==> src/design/bus_defs.svh <==
`ifndef BUS_DEFS_SVH
`define BUS_DEFS_SVH

// shared bus widths
`define BUS_ADDR_W 30
`define BUS_DATA_W 32
`define BUS_SEL_W 4

// on-chip memory word-address bits, 1024 words
`define RAM_AW 10

// 8 MB regions picked by word address bits 29..21
`define MAP_REGION_MSB 29
`define MAP_REGION_LSB 21
`define MAP_MEM_REGION 9'h000
`define MAP_SMPL_REGION 9'h001

// switch/LED port sits at byte address 0x0100_0004
`define MAP_SWLED_ADR 30'h400001

// identification word of the simple device
`define SMPL_ID_WORD 32'h20191028

`endif

==> src/design/bus_pkg.sv <==
`include "bus_defs.svh"

package bus_pkg;

    // word address, data word and byte-lane mask of the shared bus
    typedef logic [`BUS_ADDR_W-1:0] bus_addr_t;
    typedef logic [`BUS_DATA_W-1:0] bus_data_t;
    typedef logic [`BUS_SEL_W-1:0]  bus_sel_t;

    // current owner of the shared bus
    typedef enum logic {
        MASTER_A,
        MASTER_B
    } master_t;

endpackage

==> src/design/power_counter.sv <==
`timescale 1ns/1ns

module power_counter (
    input  logic               i_clk,
    input  logic               i_rst,
    output bus_pkg::bus_data_t o_count
);

    // top bit is sticky once reached, lower bits keep wrapping
    always_ff @(posedge i_clk) begin
        if (i_rst) begin
            o_count <= '0;
        end else if (!o_count[31]) begin
            o_count <= o_count + 1'b1;
        end else begin
            o_count[30:0] <= o_count[30:0] + 1'b1;
        end
    end

endmodule

==> config.mk <==
export PLATFORM = sky130hd
export DESIGN_NAME = power_counter
export DESIGN_NICKNAME = d
export VERILOG_FILES = /design/src/design/bus_pkg.sv /design/src/design/power_counter.sv
export VERILOG_INCLUDE_DIRS = /design/src /design/src/design
export SDC_FILE = /design/constraint.sdc
export NUM_CORES = 1
export LEC_CHECK = 0
export BUFFER_PORTS_ARGS = -buffer_cell sky130_fd_sc_hd__buf_2
export CELL_PAD_IN_SITES_DETAIL_PLACEMENT = 0
export CELL_PAD_IN_SITES_GLOBAL_PLACEMENT = 1
export CORE_MARGIN = 5
export CORE_UTILIZATION = 41
export CTS_BUF_LIST = sky130_fd_sc_hd__clkbuf_4 sky130_fd_sc_hd__clkbuf_8
export DETAILED_ROUTE_END_ITERATION = 8
export PLACE_DENSITY = 0.84
export REMOVE_ABC_BUFFERS = 1
export SKIP_LAST_GASP = 1
export SYNTH_ARGS = -nofsm -noshare
export SYNTH_HDL_FRONTEND = slang
export SYNTH_SLANG_ARGS = --single-unit
==> constraint.sdc <==
create_clock -name i_clk -period 2.2 [get_ports i_clk]
set_input_delay 0.11 -clock i_clk [delete_from_list [all_inputs] [get_ports i_clk]]
set_output_delay 0.11 -clock i_clk [all_outputs]
set_load 0.01 [all_outputs]
## Word level (Yosys, flattened, before mapping)

Cells that the tools add are included.

- Register bits after elaboration: 32
- Bits in latches: 0
- Memory bits (writable): 0
- Memory bits (read-only): 0
- Input bits: 2
- Output and inout port bits: 32
- Word-level logic and storage cells: 5
- Memories: 0

- Add/subtract/negate cells: 2
- Multiply operators: 0
- Div/mod/pow operators: 0
- Magnitude comparators: 0
- Equal/unequal tests: 0
- Shifts and indexed selects: 0
- Muxes and demuxes: 2
- Bitwise operators: 0
- Reductions and logical operators: 0

Operators with widths:

| kind | number |
|---|---|
| 32-bit by 1-bit adder with 32-bit output, second input constant | 1 |
| 31-bit by 1-bit adder with 31-bit output, second input constant | 1 |
| 31-bit two-way mux | 1 |
| 1-bit two-way mux | 1 |

## Longest topological paths before layout

Gate-level depths: netlist of run 1.

- Depth in word-level cells: 2
- Mapped depth: 6
- Gate-level depth less buffers: 5

## Worst setup path after synthesis of run 1

No wires, ideal clock.

- Kind: register to register
- Start point: register o_count[5]
- End point: register o_count[21]
- Setup time: 70 ps
- Arrival time: 1865 ps
- Data required time: 2130 ps
- Setup slack: 264 ps
- Stages on the path, launching flop included: 6
- Path buffers: 1
- Clock period less this slack: 1936 ps
- Cells stage by stage: dfxtp_1 -> nand4_2 -> or4_1 -> buf_2 -> or4_1 -> a21oi_1

- Longest elaborated chain between the ends: 2

RTL lines:

| element | RTL line | RTL |
|---|---|---|
| from (decl) | power_counter.sv:6 | `output bus_pkg::bus_data_t o_count` |
| from (signal assigned) | power_counter.sv:14 | `o_count <= o_count + 1'b1;` |
| from (signal assigned) | power_counter.sv:16 | `o_count[30:0] <= o_count[30:0] + 1'b1;` |
| 32-bit by 1-bit adder with 32-bit output / 31-bit by 1-bit adder with 31-bit output (equally long branches) | power_counter.sv:14, power_counter.sv:16 |  |
| 31-bit two-way mux * | power_counter.sv:13 | `end else if (!o_count[31]) begin` |

Mark *: on every way between the ends. The rest lies on a longest branch, timed or not.
A chain may end at the register's enable or synchronous reset.

## Final worst setup path of run 1

Same ends and word-level chain as after synthesis.

==> results of run 1 <==
worst max-delay path, cell delays in order, from the launching register on:
cell,delay [ns]
dfxtp_1,0.46
nand4_2,0.21
or4_1,0.68
or4_1,0.51
a21oi_1,0.14
per-layer routing:
metal  vias up  routed length (µm)  GRT usage [%]
met3         9                 300           4.55
met4         0                  67           6.89
met1       665                1590           19.0
li1        729                   -              -
met5         -                   0              0
met2        48                1630           23.0
logic make-up (layout without fill, tap and decap cells):
family	Yosys count	in the layout	synth area share (%)
AND/OR/NAND/NOR	82	82	31.3
AO/OA/AOI/OAI	35	35	14.3
flip-flops	32	32	42.3
buffers and inverters	12	46	3.06
XOR/XNOR	10	10	5.79
adder cells (fa/ha/maj)	2	2	1.65
multiplexers	2	2	1.49
through the flow:
| step | setup WS [ns] | hold slack (ns) | std cells |
|---|---|---|---|
| after global placement | 0.193 | 0.452 | 249 |
| after global routing | 0.0287 | 0.350 | 257 |
| final | 0.134 | 0.319 | 257 |
| after floorplan | 0.260 | 0.177 | 165 |
| after CTS | 0.0669 | 0.324 | 257 |
| after detailed placement | 0.0817 | 0.463 | 249 |
power by group through the flow:
stage	logic [mW]	clock network, mW	registers [mW]
after floorplan	0.0124	0	0.605
after detailed placement	0.0373	0	0.602
after global routing	0.0408	0.526	0.589
after CTS	0.0378	0.498	0.589
final	0.0374	0.487	0.589
after global placement	0.0361	0	0.601
layout make-up:
class                   count  area share, %
flip-flops and latches     32           35.1
inverters                   2          0.412
well taps                  48           3.29
multi-input cells         131           45.5
clock buffers               8           5.35
repair buffers             36           10.3
what timing repair did:
item,CTS,global route
resized for setup,0,1
setup endpoints to repair,0,8
hold buffers,0,0
worst max path at each step:
stage / slack, ns / to / depth (start not counted) / startpoint
global route: 0.03 / o_count[21] / 4 / o_count[5]
finish: 0.13 / o_count[21] / 4 / o_count[5]
detailed placement: 0.08 / o_count[29] / 4 / o_count[5]
global placement: 0.19 / o_count[18] / 4 / o_count[5]
floorplan: 0.26 / o_count[24] / 4 / o_count[5]
CTS: 0.07 / o_count[29] / 4 / o_count[5]
cells in the final DEF (no fill, tap or decap), drive strengths merged:
cell type,Yosys,final
nand4,12,12
o21ai,4,4
o32ai,1,1
o31ai,12,12
and3,1,1
or4,13,13
nand3,12,12
nand2,9,9
inv,2,2
mux2,2,2
nor2,13,13
ha,2,2
o21a,1,1
xnor2,5,5
nor3,5,5
or3b,1,1
o21ba,1,1
clkbuf,9,8
dfxtp,32,32
a21oi,16,16
and2,1,1
nor4,2,2
nor2b,3,3
or3,5,5
xor2,5,5
and4,5,5
buf,1,36
==> results by group, run 1 <==
Outcome
  • Status: finished, final reports clean

Power and ir drop
  • Sw frac: about a fifth
  • Sequential power share: a little over half
  • P_int: a little under 900 µW
  • Peak supply drop: just over 0.0004 V
  • Total power: around 1.1 mW
  • Switch Pwr: approximately 240 µW
  • Clock share of power: between 40% and 50%
  • Lkg Pwr: between 0.6 and 0.7 nW
  • Combinational group share of total power: under 10%
  • Cell Pwr Density: around 600 nW/µm²

Timing
  • Relative slew margins: a little under 60%
  • Final Hold Viols: 0
  • Minimum clock period: 2.07 ns
  • Final worst path period share: between 90% and 100%
  • Least-Margin Pin Slew: about 0.62 ns
  • # setup viols final: 0
  • Sum Neg Setup Slack: 0 ns
  • FMAX: ~480 MHz
  • Final setup skew: between 0.004 and 0.005 ns
  • Max-slew violation count: 0
  • RSZ-0062 raised after global routing: false

Logic synthesis
  • Unique masters post-synth: 28
  • Yosys top cell area share: between 40 and 50%
  • Most used DFF post-synth: dfxtp_1
  • Yosys warnings: 0
  • EDFF count, synth: 0
  • Sequential share of the synthesized area: approximately 42%
  • Mean area per synthesized cell: ~8.6 µm²
  • Largest cells by area after synthesis: dfxtp_1, or4_1, o31ai_1
  • Async set-reset flop share out of synthesis: 0%
  • Post-synth top cells: dfxtp_1, a21oi_1, nor2_1, or4_1
  • Synthesized cell area: between 1500 and 2000 µm²
  • Most numerous cell in the Yosys netlist: dfxtp_1
  • Gate Count Post-Synth: roughly 180
  • Synth Register Bits: 32
  • Synth area leader: dfxtp_1

Clocking
  • Clock tree sinks: 32
  • Htree depth: 2
  • CTS buffer count: 5
  • CTS tree: yes
  • Clk buf depth: 2
  • Clock insertion delay at the later pin of the skew report: 0.28 ns
  • Post-CTS Setup Bufs: 0
  • Clock Tree Root: clkbuf_8
  • Clk slew on worst S/H paths: ~0.06 ns

Min path
  • Hold Path End: o_count[0]
  • Hold wc startpoint: i_rst
  • Min-delay worst type: primary input to flip-flop
  • WHS Path Cells: 2

Drt
  • Iter 0 DRT Violations: between 100 and 150
  • Drt first pass iters: 4
  • Final ANT Viol Nets: 0
  • Routed WL per cell: 14.0 µm
  • Drt total wl: 3600 µm
  • Avg Vias per Cell: approximately 5.6
  • Number of remaining DRC errors: 0
  • Via Count: between 1000 and 1500

Global routing
  • Total GRT Usage: 14.9%
  • First-pass GRT wire length: ~6100 µm
  • Antenna violations before repair: 0
  • Number of global-route vias before repair: around 1300
  • Largest net degree at the start of global routing: 36
  • Grt total ovfl: 0

Setup path
  • Max FO, Critical Path: 8
  • Worst r2r src: o_count[5]
  • R2r worst-path depth: 4
  • Reg-to-reg slack, setup: 0.13 ns
  • CP Capture Type: flip-flop
  • Worst Path Required: between 2 and 2.5 ns
  • Crit path arrival time: about 2.3 ns
  • RR Endpoint: o_count[21]
  • WS Path Type: flip-flop to flip-flop
  • Critical path launch point type: flip-flop

Finish
  • Util after Layout: roughly half
  • Area growth, synth to finish: 20.6%
  • Biggest register: o_count
  • Seq. cell area: around 640 µm²
  • Multi-input gate area in the final layout: 831 µm²
  • Final instance area: between 1500 and 2000 µm²
  • Max reg flops: 32
  • Inserted Diodes: 0
  • Filler cells: 358
  • Ratio of cells with drive above 1 in the final layout: between 20% and 30%
  • Layout Nets: between 200 and 250
  • Top Registers: o_count (32)

Placement
  • Gpl congestion: roughly 0.76
  • Post-DP HPWL: ~2600 µm
  • Port Buffers: 33
  • Placed Area: about 1700 µm²

Floorplan
  • Die area: 5000 µm²
  • Placement Rows: 22
  • I/O pin cnt: 34
  • Die H: roughly 70 µm
  • Core area: 3610 µm²
  • Die X-Extent: ~71 µm
  • Starting Density: 42.0%

Flow run
  • Number of max-cap violations: 0
Power figures use the tool's default switching activity.
==> run 2: changes to the inputs <==
--- a/config.mk
+++ b/config.mk
@@ -13,7 +13,8 @@
 export CORE_UTILIZATION = 41
 export CTS_BUF_LIST = sky130_fd_sc_hd__clkbuf_4 sky130_fd_sc_hd__clkbuf_8
 export DETAILED_ROUTE_END_ITERATION = 8
-export PLACE_DENSITY = 0.84
+export MAX_ROUTING_LAYER = met4
+export PLACE_DENSITY_LB_ADDON = 0.05
 export REMOVE_ABC_BUFFERS = 1
 export SKIP_LAST_GASP = 1
 export SYNTH_ARGS = -nofsm -noshare
==> results by group, run 2 (synthesized netlist as in run 1, its figures left out) <==
Outcome
  • Status: finished, final reports clean

Setup path
  • CP Capture Type: flip-flop
  • CP cell instances: nand4_2 -> or4_1 -> or4_1 -> a21oi_1
  • Worst r2r src: o_count[5]
  • Reg-to-reg slack, setup: 0.22 ns (+0.09 ns)
  • Buffers & Inverters on Critical Path: 0 (unchanged)
  • Cell family with the largest share of critical-path delay: simple AND/OR/NAND/NOR gates
  • Max incr delay on CP: 0.64 ns (-0.04 ns)
  • Crit path arrival time: 2.19 ns (-0.08 ns)
  • R2r worst-path depth: 4 (unchanged)
  • RR Endpoint: o_count[21]
  • Crit path max-delay cell type: or4_1
  • Worst Path Required: 2.41 ns (about the same)
  • Max FO, Critical Path: 8 (unchanged)
  • CP most frequent cell: or4_1
  • Critical path launch point type: flip-flop
  • WS Path Type: flip-flop to flip-flop

Floorplan
  • Die X-Extent: 70.7 µm (unchanged)
  • Die H: 70.7 µm (unchanged)
  • Die area: 5000 µm² (unchanged)
  • I/O pin cnt: 34 (unchanged)
  • Starting Density: 42.0% (unchanged)
  • Core area: 3610 µm² (unchanged)
  • Placement Rows: 22 (unchanged)

Power and ir drop
  • Peak supply drop: 0.000299 V (-28%)
  • Sequential power share: 53.1% (+0.2 points)
  • Clock share of power: 43.8% (about the same)
  • Lkg Pwr: 0.694 nW (+2.5%)
  • Sw frac: 21.3% (-0.023 points)
  • P_int: 875 µW (about the same)
  • Combinational group share of total power: 3.1% (-0.3 points)
  • Switch Pwr: 237 µW (-0.20%)
  • Cell Pwr Density: 601 nW/µm² (-1.4%)

Clocking
  • Clock insertion delay at the later pin of the skew report: 0.28 ns (about the same)
  • CTS tree: yes
  • Clock Tree Root: clkbuf_8
  • Clk slew on worst S/H paths: 0.07 ns (about the same)
  • Hold buffer count at CTS: 0 (unchanged)
  • Clock tree sinks: 32 (unchanged)
  • Clk buf depth: 2 (unchanged)
  • Cts repair resizes: 0 (unchanged)
  • Post-CTS Setup Bufs: 0 (unchanged)
  • CTS buffer count: 5 (unchanged)
  • Htree depth: 2 (unchanged)

Global routing
  • Grt total ovfl: 0 (unchanged)
  • Number of global-route vias before repair: 1425 (+6.5%)
  • First-pass GRT wire length: 6430 µm (+5.4%)
  • Largest net degree at the start of global routing: 23 (-36%)
  • Total GRT Usage: 16.3% (+1.4 points)
  • Antenna violations before repair: 0 (unchanged)

Finish
  • Cell Count, Final, Fillers Out: 261 (+1.6%)
  • Area growth, synth to finish: 22.2%
  • Final instance area: 1850 µm² (+1.4%)
  • Util after Layout: 51.3% (+0.69 points)
  • Inserted Diodes: 0 (unchanged)
  • Biggest register: o_count
  • Ratio of cells with drive above 1 in the final layout: 24.9% (+0.96 points)
  • Top Registers: o_count (32)
  • Most common cell after layout, fill and taps aside: buf_2
  • Max reg flops: 32 (unchanged)
  • Layout Nets: 216 (+1.9%)
  • Filler cells: 378 (+5.6%)
  • Commonest non-fill, non-tap cells in the layout: buf_2, dfxtp_1, a21oi_1

Timing
  • Least-Margin Pin Slew: 0.432 ns (-0.188 ns)
  • Relative slew margins: 70.9% (+12 points)
  • RSZ-0062 raised after global routing: false
  • Final Hold Viols: 0 (unchanged)
  • Final worst path period share: 90.0% (-3.9 points)
  • Minimum clock period: 1.98 ns (-0.0860 ns)
  • Sum Neg Setup Slack: 0 ns (unchanged)
  • Fin Hold WS: 0.210 ns (-0.109 ns)
  • Final setup skew: 0.00451 ns (+0.000480 ns)
  • # setup viols final: 0 (unchanged)
  • FMAX: 505 MHz (+4.3%)
  • Max-slew violation count: 0 (unchanged)

Placement
  • Placed Area: 1750 µm² (+1.7%)
  • Port Buffers: 33 (unchanged)
  • Post-Place Cells: 253 (+1.6%)
  • Post-DP HPWL: 2760 µm (+7.9%)
  • Gpl congestion: 0.806 (+5.5%)

Drt
  • Via Count: 1479 (+1.9%)
  • Avg Vias per Cell: 5.67 (+0.37%)
  • Drt total wl: 3850 µm (+7.0%)
  • Number of remaining DRC errors: 0 (unchanged)
  • Drt first pass iters: 4 (unchanged)
  • Routed WL per cell: 14.7 µm (+5.3%)
  • Final ANT Viol Nets: 0 (unchanged)
  • Iter 0 DRT Violations: 77 (-43%)

Min path
  • WHS Path Cells: 2 (unchanged)
  • Min-delay worst type: primary input to flip-flop
  • Hold wc startpoint: i_rst
  • Hold Path End: o_count[0]

Flow run
  • Number of max-cap violations: 0 (unchanged)
==> run 2: cell count changes in the layout (fill, tap and decap cells not counted), sizes merged <==
| cell | delta |
|---|---|
| buf | +4 |
==> run 2: final cells by class <==
type / count / area, µm² / area share [%]
Timing Repair Buffer: 40 / 218 / 11.8
Sequential cell: 32 / 641 / 34.6
Inverter: 2 / 7.51 / 0.406
Clock buffer: 8 / 97.6 / 5.28
Multi-Input combinational cell: 131 / 826 / 44.7
Tap cell: 48 / 60.1 / 3.25
==> run 2: stage by stage <==
step                      setup slack, ns  power (mW)
final                               0.220        1.11
after global routing               0.0538        1.16
after CTS                           0.225        1.13
after detailed placement            0.239       0.639
after global placement              0.291       0.637
after floorplan                     0.260       0.617
==> run 2: power by group through the flow <==
| stage | registers, mW | clock network (mW) | logic, mW |
|---|---|---|---|
| after global routing | 0.591 | 0.526 | 0.0387 |
| after detailed placement | 0.604 | 0 | 0.0352 |
| final | 0.591 | 0.487 | 0.0344 |
| after floorplan | 0.605 | 0 | 0.0124 |
| after CTS | 0.590 | 0.505 | 0.0352 |
| after global placement | 0.603 | 0 | 0.0344 |
==> run 2: routing by layer <==
| layer | up-vias | global-route usage, % | routed length (µm) |
|---|---|---|---|
| met1 | 709 | 18.1 | 1610 |
| met3 | 5 | 3.27 | 152 |
| met5 | - | - | 0 |
| met2 | 31 | 28.7 | 2030 |
| met4 | 0 | 6.26 | 55 |
| li1 | 734 | - | - |
==> run 2: worst reg2reg max path: stages, from the launching register on <==
cell and delay [ns]:
dfxtp_1 0.45, nand4_2 0.19, or4_1 0.64, or4_1 0.50, a21oi_1 0.14
==> run 2: how the worst max path moves through the flow <==
stage | cells past startpoint | to | start | slack, ns
after CTS | 4 | o_count[21] | o_count[5] | 0.22
after global routing | 5 | o_count[20] | o_count[5] | 0.05
after global placement | 4 | o_count[21] | o_count[5] | 0.29
after floorplan | 4 | o_count[24] | o_count[5] | 0.26
final | 4 | o_count[21] | o_count[5] | 0.22
after detailed placement | 4 | o_count[21] | o_count[5] | 0.24
==> run 3: changes to the inputs <==
==> constraint.sdc (replaced) <==
create_clock -name i_clk -period 2.1 [get_ports i_clk]
set_input_delay 0.105 -clock i_clk [delete_from_list [all_inputs] [get_ports i_clk]]
set_output_delay 0.105 -clock i_clk [all_outputs]
set_load 0.01 [all_outputs]
==> results by group, run 3 (synthesized netlist as in run 1, its figures left out) <==
Outcome
  • Status: finished, final reports clean

Placement
  • Post-DP HPWL: 2780 µm (+0.71%)
  • Gpl congestion: 0.764 (-5.2%)
  • Pre-CTS WS: 0.130 ns (-0.109 ns)
  • Port Buffers: 33 (unchanged)

Setup path
  • Crit path max-delay cell type: or3_1
  • CP Capture Type: flip-flop
  • Worst Path Required: 2.31 ns (-0.10 ns)
  • CP cell instances: nand4_2 -> or3_1 -> or4_1 -> a21oi_1
  • Critical path launch point type: flip-flop
  • Crit path arrival time: 2.19 ns (about the same)
  • Max incr delay on CP: 0.61 ns (-0.03 ns)
  • Setup crit start: o_count[6]
  • WS Path Type: flip-flop to flip-flop
  • Worst r2r src: o_count[6]
  • Max FO, Critical Path: 19 (+11)

Global routing
  • Antenna violations before repair: 0 (unchanged)
  • First-pass GRT wire length: 6150 µm (-4.3%)
  • Number of global-route vias before repair: 1329 (-6.7%)
  • Total GRT Usage: 15.6% (-0.76 points)
  • Grt total ovfl: 0 (unchanged)
  • Largest net degree at the start of global routing: 24 (+4.3%)

Min path
  • Min-delay worst type: primary input to flip-flop
  • Hold wc startpoint: i_rst

Clocking
  • Clk slew on worst S/H paths: 0.06 ns (about the same)
  • CTS buffer count: 5 (unchanged)
  • Clock tree sinks: 32 (unchanged)
  • Htree depth: 2 (unchanged)
  • CTS tree: yes
  • Clk buf depth: 2 (unchanged)
  • Clock insertion delay at the later pin of the skew report: 0.28 ns (about the same)
  • Clock Tree Root: clkbuf_8
  • Hold buffer count at CTS: 0 (unchanged)
  • Post-CTS Setup Bufs: 0 (unchanged)
  • Cts repair resizes: 0 (unchanged)

Timing
  • RSZ-0062 raised after global routing: false
  • Max-slew violation count: 0 (unchanged)
  • Least-Margin Pin Slew: 0.535 ns (+0.103 ns)
  • Relative slew margins: 64.3% (-6.6 points)
  • Final worst path period share: 94.4% (+4.4 points)
  • # setup viols final: 0 (unchanged)
  • Final Hold Viols: 0 (unchanged)
  • Minimum clock period: 1.98 ns (+0.00177 ns)
  • Setup WS post-layout: 0.118 ns (-0.102 ns)
  • Sum Neg Setup Slack: 0 ns (unchanged)
  • FMAX: 505 MHz (about the same)
  • Final setup skew: 0.00293 ns (-0.00158 ns)

Power and ir drop
  • Sequential power share: 52.6% (-0.5 points)
  • Lkg Pwr: 0.716 nW (+3.1%)
  • Total power: 1.17 mW (+5.4%)
  • Sw frac: 21.6% (+0.27 points)
  • Cell Pwr Density: 624 nW/µm² (+3.8%)
  • Peak supply drop: 0.000324 V (+8.6%)
  • Clock share of power: 43.7% (about the same)
  • Switch Pwr: 254 µW (+6.8%)
  • Combinational group share of total power: 3.6% (+0.5 points)
  • P_int: 919 µW (+5.1%)

Drt
  • Routed WL per cell: 14.4 µm (-2.4%)
  • Final ANT Viol Nets: 0 (unchanged)
  • Drt total wl: 3810 µm (-0.86%)
  • Number of remaining DRC errors: 0 (unchanged)
  • Avg Vias per Cell: 5.63 (-0.64%)
  • Via Count: 1492 (+0.88%)
  • Drt first pass iters: 4 (unchanged)
  • Iter 0 DRT Violations: 128 (+66%)

Finish
  • Biggest register: o_count
  • Most common cell after layout, fill and taps aside: buf_2
  • Layout Nets: 220 (+1.9%)
  • Max reg flops: 32 (unchanged)
  • Ratio of cells with drive above 1 in the final layout: 26.3% (+1.4 points)
  • Area growth, synth to finish: 24.2%
  • Commonest non-fill, non-tap cells in the layout: buf_2, dfxtp_1, a21oi_1
  • Top Registers: o_count (32)
  • Inserted Diodes: 0 (unchanged)

Floorplan
  • Die area: 5000 µm² (unchanged)
  • Placement Rows: 22 (unchanged)
  • Starting Density: 42.0% (unchanged)
  • I/O pin cnt: 34 (unchanged)
  • Die X-Extent: 70.7 µm (unchanged)
  • Die H: 70.7 µm (unchanged)
  • Core area: 3610 µm² (unchanged)

Flow run
  • Number of max-cap violations: 0 (unchanged)
==> run 3: changes by cell type in the layout (fill, tap and decap cells not counted), sizes merged <==
| cell | before | now |
|---|---|---|
| buf | 40 | 44 |
==> run 3: cell type report <==
type	instances	area (µm²)
Clock buffer	8	97.6
Fill cell	342	1730
Inverter	2	7.51
Multi-Input combinational cell	131	826
Sequential cell	32	641
Tap cell	48	60.1
Timing Repair Buffer	44	248
==> run 3: metal layers <==
metal,share of wire [%],track usage (%),up-vias
li1,-,-,749
met1,42,17.1,698
met2,50,27.0,38
met3,6.3,5.11,7
met4,1.1,4.18,0
met5,0,-,-
==> run 3: per-stage QoR <==
stage | util [%] | std cells | instance area, µm² | hold WS (ns)
after floorplan | - | 165 | 1470 | 0.172
after global placement | 49.4 | 257 | 1780 | 0.451
after detailed placement | 49.4 | 257 | 1780 | 0.460
after CTS | 52.1 | 265 | 1880 | 0.230
after global routing | 52.1 | 265 | 1880 | 0.261
final | 52.1 | 265 | 1880 | 0.241
==> run 3: path summary, 6_finish.rpt <==
path | to | slack (ns) | cells after the start
max | o_count[26] | 0.12 | 4
min | o_count[0] | 0.24 | 2
max reg2reg | o_count[26] | 0.12 | 4
min reg2reg | o_count[31] | 0.47 | 2
==> run 3: power groups by stage <==
| stage | combinational (mW) | clock [mW] | sequential [mW] |
|---|---|---|---|
| 3_3_place_gp | 0.0419 | 0 | 0.630 |
| 3_5_place_dp | 0.0427 | 0 | 0.631 |
| 5_1_grt | 0.0476 | 0.552 | 0.619 |
| 4_1_cts | 0.0427 | 0.523 | 0.617 |
| 6_report | 0.0426 | 0.513 | 0.617 |
| 2_1_floorplan | 0.0130 | 0 | 0.634 |
==> run 3: critical path: cells and delay by family, from the launching register on <==
kind	cells	cell delay, ns
simple gates	3	1.34
compound gates	1	0.16
flops	1	0.41
